--- src/include/ask_consts.svh ---
`ifndef ASK_CONSTS_SVH
`define ASK_CONSTS_SVH

// ************************************************************
// Rates
// ************************************************************

// sys_clk cycles per sample
`define SAMPLE_DIV 4
// Samples per symbol
`define SAMPLES_PER_SYM 4
// Symbols per measurement block is 2**BLOCK_LOG2
`define BLOCK_LOG2 6

// ************************************************************
// Symbol source
// ************************************************************

// Fibonacci taps 16, 14, 13, 11
`define LFSR_POLY 16'hB400
// Any nonzero start value
`define LFSR_SEED 16'hACE1

// 4-ASK magnitudes in 1s17, 3/4 and 1/4
`define LEVEL_OUTER 18'sd98304
`define LEVEL_INNER 18'sd32768

// ************************************************************
// Filters and receiver
// ************************************************************

// Rectangular tap of 1/4 in 1s17
`define FIR_TAP 18'sd32768
// Midpoint of inner and outer levels after both filters, 1/8
`define REF_INIT 18'sd16384
// Symbol periods from issue to decision
`define SYM_LATENCY 2

`endif

--- src/logic/ask_pkg.sv ---
package ask_pkg;

	// Signed 1s17 sample
	typedef logic signed [17:0] sample_t;

	// Symbol index, 0..3 maps to -3/4, -1/4, +1/4, +3/4
	typedef logic [1:0] sym_t;

	// Block sums
	typedef logic signed [31:0] acc_t;
	typedef logic [55:0] sq_acc_t;

	// Right shift applied to the transmit level
	typedef logic [2:0] scale_t;

	// Matched filter sample phase
	typedef logic [1:0] phase_t;

	// One measurement block result
	typedef struct packed {
		sample_t ref_lvl;
		acc_t    err_sum;
		sq_acc_t err_sq_sum;
	} link_stats_t;

	// Per symbol slicer result
	typedef struct packed {
		sym_t    sym;
		sample_t err;
	} decision_t;

endpackage

--- src/logic/ask_link_top.sv ---
`timescale 1ns/1ps

module ask_link_top (
	input  logic                 sys_clk,
	input  logic                 arst_n,
	input  ask_pkg::scale_t      scale,
	input  ask_pkg::phase_t      phase,
	output ask_pkg::sym_t        tx_sym,
	output ask_pkg::decision_t   decision,
	output logic                 dec_valid,
	output ask_pkg::link_stats_t stats,
	output logic                 stats_valid
);
	import ask_pkg::*;

	logic       sam_en;
	logic       sym_en;
	logic [1:0] sam_idx;
	sample_t    tx_level;
	sample_t    tx_in;
	sample_t    tx_out;
	sample_t    rx_out;
	sample_t    dec_var;

	// ************************************************************
	// Rate strobes and symbol source
	// ************************************************************

	clk_enables i_clk_enables (
		.sys_clk (sys_clk),
		.arst_n  (arst_n),
		.sam_en  (sam_en),
		.sym_en  (sym_en)
	);

	ask_symbol_source i_source (
		.sys_clk  (sys_clk),
		.arst_n   (arst_n),
		.sym_en   (sym_en),
		.scale    (scale),
		.tx_sym   (tx_sym),
		.tx_level (tx_level)
	);

	// Sample index within the symbol, restarts at each sym_en
	always_ff @(posedge sys_clk or negedge arst_n) begin
		if (!arst_n) begin
			sam_idx <= '0;
		end else if (sym_en) begin
			sam_idx <= '0;
		end else if (sam_en) begin
			sam_idx <= sam_idx + 2'd1;
		end
	end

	// Upsample by zero insertion, one nonzero sample per symbol
	// Slot 2 puts the matched filter peak on phase 0
	assign tx_in = (sam_idx == 2'd2) ? tx_level : '0;

	// ************************************************************
	// Transmit and matched filters
	// ************************************************************

	fir_filter i_tx_filter (
		.sys_clk (sys_clk),
		.arst_n  (arst_n),
		.sam_en  (sam_en),
		.x_in    (tx_in),
		.y       (tx_out)
	);

	fir_filter i_rx_filter (
		.sys_clk (sys_clk),
		.arst_n  (arst_n),
		.sam_en  (sam_en),
		.x_in    (tx_out),
		.y       (rx_out)
	);

	// Decision variable and measurement
	phase_select i_phase_select (
		.sys_clk (sys_clk),
		.arst_n  (arst_n),
		.sam_en  (sam_en),
		.sym_en  (sym_en),
		.phase   (phase),
		.x_in    (rx_out),
		.dec_var (dec_var)
	);

	decision_stats i_decision_stats (
		.sys_clk     (sys_clk),
		.arst_n      (arst_n),
		.sym_en      (sym_en),
		.dec_var     (dec_var),
		.decision    (decision),
		.dec_valid   (dec_valid),
		.stats       (stats),
		.stats_valid (stats_valid)
	);

endmodule

--- src/logic/ask_symbol_source.sv ---
`timescale 1ns/1ps
`include "ask_consts.svh"

module ask_symbol_source (
	input  logic             sys_clk,
	input  logic             arst_n,
	input  logic             sym_en,
	input  ask_pkg::scale_t  scale,
	output ask_pkg::sym_t    tx_sym,
	output ask_pkg::sample_t tx_level
);
	import ask_pkg::*;

	logic [15:0] lfsr;
	logic [15:0] lfsr_next;
	sym_t        sym_next;
	sample_t     level;

	// One Fibonacci shift, feedback enters at the LSB
	function automatic logic [15:0] lfsr_step(input logic [15:0] cur);
		logic fb;
		fb = ^(cur & `LFSR_POLY);
		return {cur[14:0], fb};
	endfunction

	// Two shifts per symbol, so both symbol bits are fresh
	assign lfsr_next = lfsr_step(lfsr_step(lfsr));
	assign sym_next  = lfsr_next[1:0];

	// Gray order not needed here, plain ascending levels
	always_comb begin
		case (sym_next)
			2'd0:    level = -`LEVEL_OUTER;
			2'd1:    level = -`LEVEL_INNER;
			2'd2:    level = `LEVEL_INNER;
			default: level = `LEVEL_OUTER;
		endcase
	end

	always_ff @(posedge sys_clk or negedge arst_n) begin
		if (!arst_n) begin
			lfsr     <= `LFSR_SEED;
			tx_sym   <= '0;
			tx_level <= '0;
		end else if (sym_en) begin
			lfsr     <= lfsr_next;
			tx_sym   <= sym_next;
			// Arithmetic shift keeps the sign
			tx_level <= level >>> scale;
		end
	end

endmodule

--- src/logic/clk_enables.sv ---
`timescale 1ns/1ps
`include "ask_consts.svh"

module clk_enables (
	input  logic sys_clk,
	input  logic arst_n,
	output logic sam_en,
	output logic sym_en
);

	// Cycle within a sample, sample within a symbol
	logic [1:0] sam_cnt;
	logic [1:0] sym_cnt;
	logic       sam_last;

	assign sam_last = (sam_cnt == 2'(`SAMPLE_DIV - 1));

	always_ff @(posedge sys_clk or negedge arst_n) begin
		if (!arst_n) begin
			sam_cnt <= '0;
			sym_cnt <= '0;
			sam_en  <= 1'b0;
			sym_en  <= 1'b0;
		end else begin
			sam_cnt <= sam_last ? '0 : sam_cnt + 2'd1;
			// Symbol count only moves on sample boundaries
			if (sam_last) begin
				sym_cnt <= (sym_cnt == 2'(`SAMPLES_PER_SYM - 1)) ? '0 : sym_cnt + 2'd1;
			end
			// Registered strobes, sym_en lands on a sam_en cycle
			sam_en <= sam_last;
			sym_en <= sam_last && (sym_cnt == 2'(`SAMPLES_PER_SYM - 1));
		end
	end

endmodule

--- src/logic/decision_stats.sv ---
`timescale 1ns/1ps
`include "ask_consts.svh"

module decision_stats (
	input  logic                 sys_clk,
	input  logic                 arst_n,
	input  logic                 sym_en,
	input  ask_pkg::sample_t     dec_var,
	output ask_pkg::decision_t   decision,
	output logic                 dec_valid,
	output ask_pkg::link_stats_t stats,
	output logic                 stats_valid
);
	import ask_pkg::*;

	logic                   sym_d;
	logic                   blk_end;
	logic [`BLOCK_LOG2-1:0] blk_cnt;
	sample_t                ref_lvl;
	sample_t                ref_half;
	sym_t                   slice;
	sample_t                map_lvl;
	logic signed [18:0]     err_wide;
	sample_t                err_now;
	logic signed [35:0]     err_sq;
	acc_t                   dv_mag;
	acc_t                   mag_sum;
	acc_t                   err_sum;
	sq_acc_t                sq_sum;

	// ************************************************************
	// Slicer and reference mapper
	// ************************************************************

	// Thresholds at 0 and +-ref_lvl
	always_comb begin
		if (dec_var >= ref_lvl) begin
			slice = 2'd3;
		end else if (dec_var >= 18'sd0) begin
			slice = 2'd2;
		end else if (dec_var >= -ref_lvl) begin
			slice = 2'd1;
		end else begin
			slice = 2'd0;
		end
	end

	// ref_lvl is the average magnitude, levels sit at 1/2 and 3/2 of it
	assign ref_half = ref_lvl >>> 1;

	always_comb begin
		case (slice)
			2'd3:    map_lvl = ref_lvl + ref_half;
			2'd2:    map_lvl = ref_half;
			2'd1:    map_lvl = -ref_half;
			default: map_lvl = -(ref_lvl + ref_half);
		endcase
	end

	// Error with one guard bit, clamped back to 1s17
	assign err_wide = 19'(dec_var) - 19'(map_lvl);

	always_comb begin
		if (err_wide > 19'sd131071) begin
			err_now = 18'sh1FFFF;
		end else if (err_wide < -19'sd131072) begin
			err_now = 18'sh20000;
		end else begin
			err_now = sample_t'(err_wide);
		end
	end

	assign err_sq = err_now * err_now;
	assign dv_mag = dec_var[17] ? -acc_t'(dec_var) : acc_t'(dec_var);

	// ************************************************************
	// Decision register
	// ************************************************************

	// dec_var is latched on sym_en, so act one cycle later
	always_ff @(posedge sys_clk or negedge arst_n) begin
		if (!arst_n) begin
			sym_d     <= 1'b0;
			dec_valid <= 1'b0;
			decision  <= '0;
		end else begin
			sym_d     <= sym_en;
			dec_valid <= sym_d;
			if (sym_d) begin
				decision <= '{sym: slice, err: err_now};
			end
		end
	end

	// ************************************************************
	// Block accumulators
	// ************************************************************

	always_ff @(posedge sys_clk or negedge arst_n) begin
		if (!arst_n) begin
			blk_cnt <= '0;
			blk_end <= 1'b0;
			mag_sum <= '0;
			err_sum <= '0;
			sq_sum  <= '0;
		end else begin
			// Last symbol of the block flags the unload
			blk_end <= sym_d && (blk_cnt == '1);
			if (sym_d) begin
				blk_cnt <= blk_cnt + 1'b1;
			end
			if (blk_end) begin
				mag_sum <= '0;
				err_sum <= '0;
				sq_sum  <= '0;
			end else if (sym_d) begin
				mag_sum <= mag_sum + dv_mag;
				err_sum <= err_sum + acc_t'(err_now);
				sq_sum  <= sq_sum + sq_acc_t'($unsigned(err_sq));
			end
		end
	end

	// Unload one cycle after the closing decision
	always_ff @(posedge sys_clk or negedge arst_n) begin
		if (!arst_n) begin
			ref_lvl     <= `REF_INIT;
			stats       <= '0;
			stats_valid <= 1'b0;
		end else begin
			stats_valid <= blk_end;
			if (blk_end) begin
				// Mean magnitude over the block
				ref_lvl          <= sample_t'(mag_sum >>> `BLOCK_LOG2);
				stats.ref_lvl    <= sample_t'(mag_sum >>> `BLOCK_LOG2);
				stats.err_sum    <= err_sum;
				stats.err_sq_sum <= sq_sum;
			end
		end
	end

endmodule

--- src/logic/fir_filter.sv ---
`timescale 1ns/1ps
`include "ask_consts.svh"

module fir_filter (
	input  logic             sys_clk,
	input  logic             arst_n,
	input  logic             sam_en,
	input  ask_pkg::sample_t x_in,
	output ask_pkg::sample_t y
);
	import ask_pkg::*;

	// Previous three inputs, current input is the fourth tap
	sample_t            dly [0:2];
	logic signed [19:0] tap_sum;
	logic signed [37:0] prod;
	logic signed [37:0] prod_rnd;
	logic signed [20:0] y_wide;
	sample_t            y_sat;

	// All taps equal, so add first and multiply once
	assign tap_sum = 20'(x_in) + 20'(dly[0]) + 20'(dly[1]) + 20'(dly[2]);
	assign prod    = tap_sum * `FIR_TAP;

	// Round half up at bit 16, then drop the 17 fraction bits of the tap
	assign prod_rnd = prod + 38'sd65536;
	assign y_wide   = 21'(prod_rnd >>> 17);

	// Clamp to the 1s17 range
	always_comb begin
		if (y_wide > 21'sd131071) begin
			y_sat = 18'sh1FFFF;
		end else if (y_wide < -21'sd131072) begin
			y_sat = 18'sh20000;
		end else begin
			y_sat = sample_t'(y_wide);
		end
	end

	always_ff @(posedge sys_clk or negedge arst_n) begin
		if (!arst_n) begin
			dly[0] <= '0;
			dly[1] <= '0;
			dly[2] <= '0;
			y      <= '0;
		end else if (sam_en) begin
			dly[0] <= x_in;
			dly[1] <= dly[0];
			dly[2] <= dly[1];
			y      <= y_sat;
		end
	end

endmodule

--- src/logic/phase_select.sv ---
`timescale 1ns/1ps

module phase_select (
	input  logic             sys_clk,
	input  logic             arst_n,
	input  logic             sam_en,
	input  logic             sym_en,
	input  ask_pkg::phase_t  phase,
	input  ask_pkg::sample_t x_in,
	output ask_pkg::sample_t dec_var
);
	import ask_pkg::*;

	// Matched filter history at the sample rate
	sample_t mdly [0:2];

	always_ff @(posedge sys_clk or negedge arst_n) begin
		if (!arst_n) begin
			mdly[0] <= '0;
			mdly[1] <= '0;
			mdly[2] <= '0;
		end else if (sam_en) begin
			mdly[0] <= x_in;
			mdly[1] <= mdly[0];
			mdly[2] <= mdly[1];
		end
	end

	// Phase 0 takes the newest sample, phase 3 the oldest
	always_ff @(posedge sys_clk or negedge arst_n) begin
		if (!arst_n) begin
			dec_var <= '0;
		end else if (sym_en) begin
			case (phase)
				2'd1:    dec_var <= mdly[0];
				2'd2:    dec_var <= mdly[1];
				2'd3:    dec_var <= mdly[2];
				default: dec_var <= x_in;
			endcase
		end
	end

endmodule

--- config.mk ---
export PLATFORM = sky130hd
export DESIGN_NAME = ask_link_top
export DESIGN_NICKNAME = d
export VERILOG_FILES = /design/src/logic/ask_pkg.sv /design/src/logic/ask_link_top.sv /design/src/logic/ask_symbol_source.sv /design/src/logic/clk_enables.sv /design/src/logic/decision_stats.sv /design/src/logic/fir_filter.sv /design/src/logic/phase_select.sv
export VERILOG_INCLUDE_DIRS = /design/src /design/src/include
export SDC_FILE = /design/constraint.sdc
export NUM_CORES = 2
export LEC_CHECK = 0
export ABC_AREA = 1
export ABC_CLOCK_PERIOD_IN_PS = 15450
export BUFFER_PORTS_ARGS = -buffer_cell sky130_fd_sc_hd__clkbuf_2
export CAP_MARGIN = 20
export CORE_ASPECT_RATIO = 0.5
export CORE_UTILIZATION = 65
export DETAILED_ROUTE_END_ITERATION = 10
export PLACE_DENSITY = 0.83
export SLEW_MARGIN = 20
export SYNTH_ARGS = -nofsm -noshare
export SYNTH_HDL_FRONTEND = slang
export SYNTH_SLANG_ARGS = --single-unit
--- constraint.sdc ---
create_clock -name sys_clk -period 15.45 [get_ports sys_clk]
set_input_delay 0.7725 -clock sys_clk [delete_from_list [all_inputs] [get_ports sys_clk]]
set_output_delay 0.7725 -clock sys_clk [all_outputs]
set_load 0.02 [all_outputs]
==> metrics.md <==
| Metric | Value |
|---|---|
| Status | complete, but fails checks |
| Failing checks | design-rule violations |
| Crit Path Max Fanout | 16 |
| Vert. Die Dim | 179 um |
| Register area | about 11000 um^2 |
| Rel. slew slack | roughly 28% |
| P&R area growth vs syn | 7.46% |
| DP Area | ~42000 um^2 |
| Fin cells | ~6000 |
| Max-capacitance violation count | 0 |
| H-Tree Level Count | 2 |
| Fin crit period | ~14 ns |
| Synth cell types | 66 |
| DRT antenna net count | 0 |
| Asr flop ratio synth | 100% |
| Worst slew pin tran | around 1.1 ns |
| Seq cells post-synth | between 400 and 500 |
| GP Congestion | 1.00 |
| I/O pin total | between 100 and 150 |
| Top FF cell, synth | dfrtp_1 |
| Share of cells above drive strength 1 | 7.10% |
| GR Util met2 | approximately 62% |
| Setup_tns | 0 ns |
| Top Family by Delay on Critical Path | adder cells |
| Synthesis Warnings | 0 |
| Post-route DRC violation count | 4 |
| Largest net degree at the start of global routing | roughly 170 |
| Type of origin of the critical path | register |
| Clock Sinks | between 400 and 500 |
| Initial drt markers | 3125 |
| Most frequent cells in the layout | nand2_1 (1074), inv_1 (857), dfrtp_1 (441) |
| GRT Total Usage | 37.0% |
| Final hold violations | 0 |
| Register area share after synthesis | between 20% and 30% |
| Initial antenna violation count | 2 |
| Slew Limit Fails | 0 |
| Final period utilization | between 90 and 100% |
| Synth Area per Inst | between 8 and 9 um^2 |
| CP Capture Type | register |
| Port buffer count | 136 |
| Clock Pin Slew Worst Setup and Hold Paths | about 0.07 ns |
| Multi-input logic area | ~26000 um^2 |
| Post-DR wirelength/cell | between 15 and 20 um |
| # fillers | approximately 4800 |
| Post-synth EDFFs | 0 |
| Cell mode on critical path | nand2_1 |
| Nets | around 5800 |
| Slowest CP cell | fa_1 |
| Placed cells | ~5900 |
| Design area | approximately 44000 um^2 |
| First-pass GRT wire length | approximately 180 mm |
| CTS Buffer Depth | 3 |
| Via count | roughly 34000 |
| Root Buffer Master | clkbuf_16 |
| WP data required | ~16 ns |
| TritonCTS clock tree | yes |
| Die X | about 360 um |
| Core Util, Final | 71.1% |
| Delay of the slowest critical-path stage | 0.56 ns |
| Starting Density | 66.1% |
| CTS Buf Count | 44 |
| Mapped Cells | around 5000 |
| Number of global-route vias before repair | 34619 |
| WP buf/inv | 12 |
| First-pass iteration count of the detailed router | 11 |
| Clock skew | between 0.02 and 0.025 ns |
| WL final | about 120 mm |
| # setup viols final | 0 |
| Critical path type | register to register |
| WP data arrival | 14.80 ns |
| Die area | 63600 um^2 |
| Met1 usage | a little under 50% |
| CORE AREA | around 61000 um^2 |
| Std cell rows | 64 |
| Global-route met3 utilization | approximately 6.5% |
| Worst-Skew Late Latency | approximately 0.59 ns |
| Class of the worst hold path | input pin to async pin |
| Commonest non-fill, non-tap cell in the layout | nand2_1 |
| Cell area after synthesis | 40600 um^2 |
| Overflow after GRT | 0 |
| RSZ-0062 raised after global routing | no |
| Post-DP HPWL | about 90 mm |
| Layer with the highest usage | met2 |
| Vias/cell | about 5.7 |
| Max Freq | approximately 0.070 GHz |
synthesized netlist by cell type (11+ instances only):
cell      count  area [um^2]
a21oi_1     299         1500
xnor2_1      76          666
fa_1        355         7110
o21bai_1     15          113
nand4_1      38          238
nand2_1    1082         4060
o22ai_1      59          369
buf_2        11         55.1
inv_2        16         60.1
buf_4        26          195
a31oi_1      25          156
a21o_1       15          113
nor2_1      354         1330
ha_1        321         4020
a22oi_1      11         82.6
xor2_1      133         1160
o21ai_0     414         2070
nor3_1       43          215
nand2_2      27          169
o21ai_1      18         90.1
dfrtp_1     443        11100
nand3_1     128          641
inv_1       860         3230
clkbuf_1     99          372
nor4_1       11         68.8
worst reg2reg max path: cells and delay by family, from the launching register on:
| family | cells | cell delay (ns) |
|---|---|---|
| AOI/OAI and AO/OA | 14 | 2.82 |
| DFF | 1 | 0.49 |
| buffers and inverters | 12 | 1.36 |
| adders and majority gates | 12 | 4.97 |
| xor gates and xnor gates | 3 | 0.36 |
| and+or+nand+nor | 28 | 4.22 |
kinds of logic (layout without fill, tap and decap cells):
group	after synthesis	count (layout)	synth area share, %
adders and majority gates	676	676	27.4
buffers and inverters	1026	1131	9.80
AOI/OAI and AO/OA	940	940	12.8
xor gates and xnor gates	210	210	4.55
and+or+nand+nor	1735	1735	17.6
other	2	39	0.0185
DFF	452	452	27.9
muxes	1	1	0.0277
repair_timing:
action                                  in CTS  in global routing
gates resized for setup                      0                 23
setup buffers                                0                  5
endpoints found under the setup margin       0                 27
hold buffers                                 0                  0
routing by layer:
metal | vias up | part of all wire (%)
met5 | - | 0.011
met4 | 2 | 3.9
met3 | 296 | 7.3
met2 | 1285 | 48
met1 | 16751 | 41
li1 | 16151 | -
layout make-up:
cell class / count / area share (%)
clock inverters: 19 / 0.439
repair buffers: 170 / 2.28
flip-flops and latches: 452 / 25.9
diodes: 3 / 0.0172
well taps: 825 / 2.36
inverters: 883 / 7.63
clock buffers: 59 / 2.88
multi-input cells: 3598 / 58.4
flip-flops by register name (all words and copies together) (netlist names), 2 cells and up:
register,cells
i_tx_filter.dly,30
i_decision_stats.stats,89
i_decision_stats.decision,20
i_rx_filter.dly,36
i_rx_filter.y,18
sam_idx,2
i_phase_select.mdly,54
i_decision_stats.err_sum,32
i_source.lfsr,16
i_decision_stats.sq_sum,56
i_source.tx_level,10
i_decision_stats.ref_lvl,18
i_clk_enables.sym_cnt,2
i_tx_filter.y,12
i_decision_stats.mag_sum,24
i_phase_select.dec_var,18
i_decision_stats.blk_cnt,6
i_clk_enables.sam_cnt,2
per-stage QoR:
step | hold slack (ns) | setup slack, ns
after floorplan | 0.352 | 3.64
after global placement | 0.415 | 0.777
after detailed placement | 0.424 | 0.602
after CTS | 0.290 | 0.555
after global routing | 0.305 | 0.0176
final | 0.223 | 1.12
worst paths after layout:
path | startpoint | end | slack [ns] | cells after the start
max | i_decision_stats.ref_lvl[4]$_DFFE_PN0P_ | i_decision_stats.sq_sum[40]$_DFFE_PN0P_ | 1.12 | 69
min | arst_n | i_decision_stats.stats[62]$_DFFE_PN0P_ | 0.22 | 1
max reg2reg | i_decision_stats.ref_lvl[4]$_DFFE_PN0P_ | i_decision_stats.sq_sum[40]$_DFFE_PN0P_ | 1.12 | 69
min reg2reg | i_clk_enables.sam_cnt[0]$_DFF_PN0_ | i_clk_enables.sam_cnt[0]$_DFF_PN0_ | 0.43 | 1
max in group asynchronous | arst_n | i_phase_select.dec_var[3]$_DFFE_PN0P_ | 13.00 | 3
min in group sys_clk | i_clk_enables.sam_cnt[0]$_DFF_PN0_ | i_clk_enables.sam_cnt[0]$_DFF_PN0_ | 0.43 | 1
Power is not shown: default switching activity piles up to over one toggle a cycle in this logic, so the estimate is an artifact.
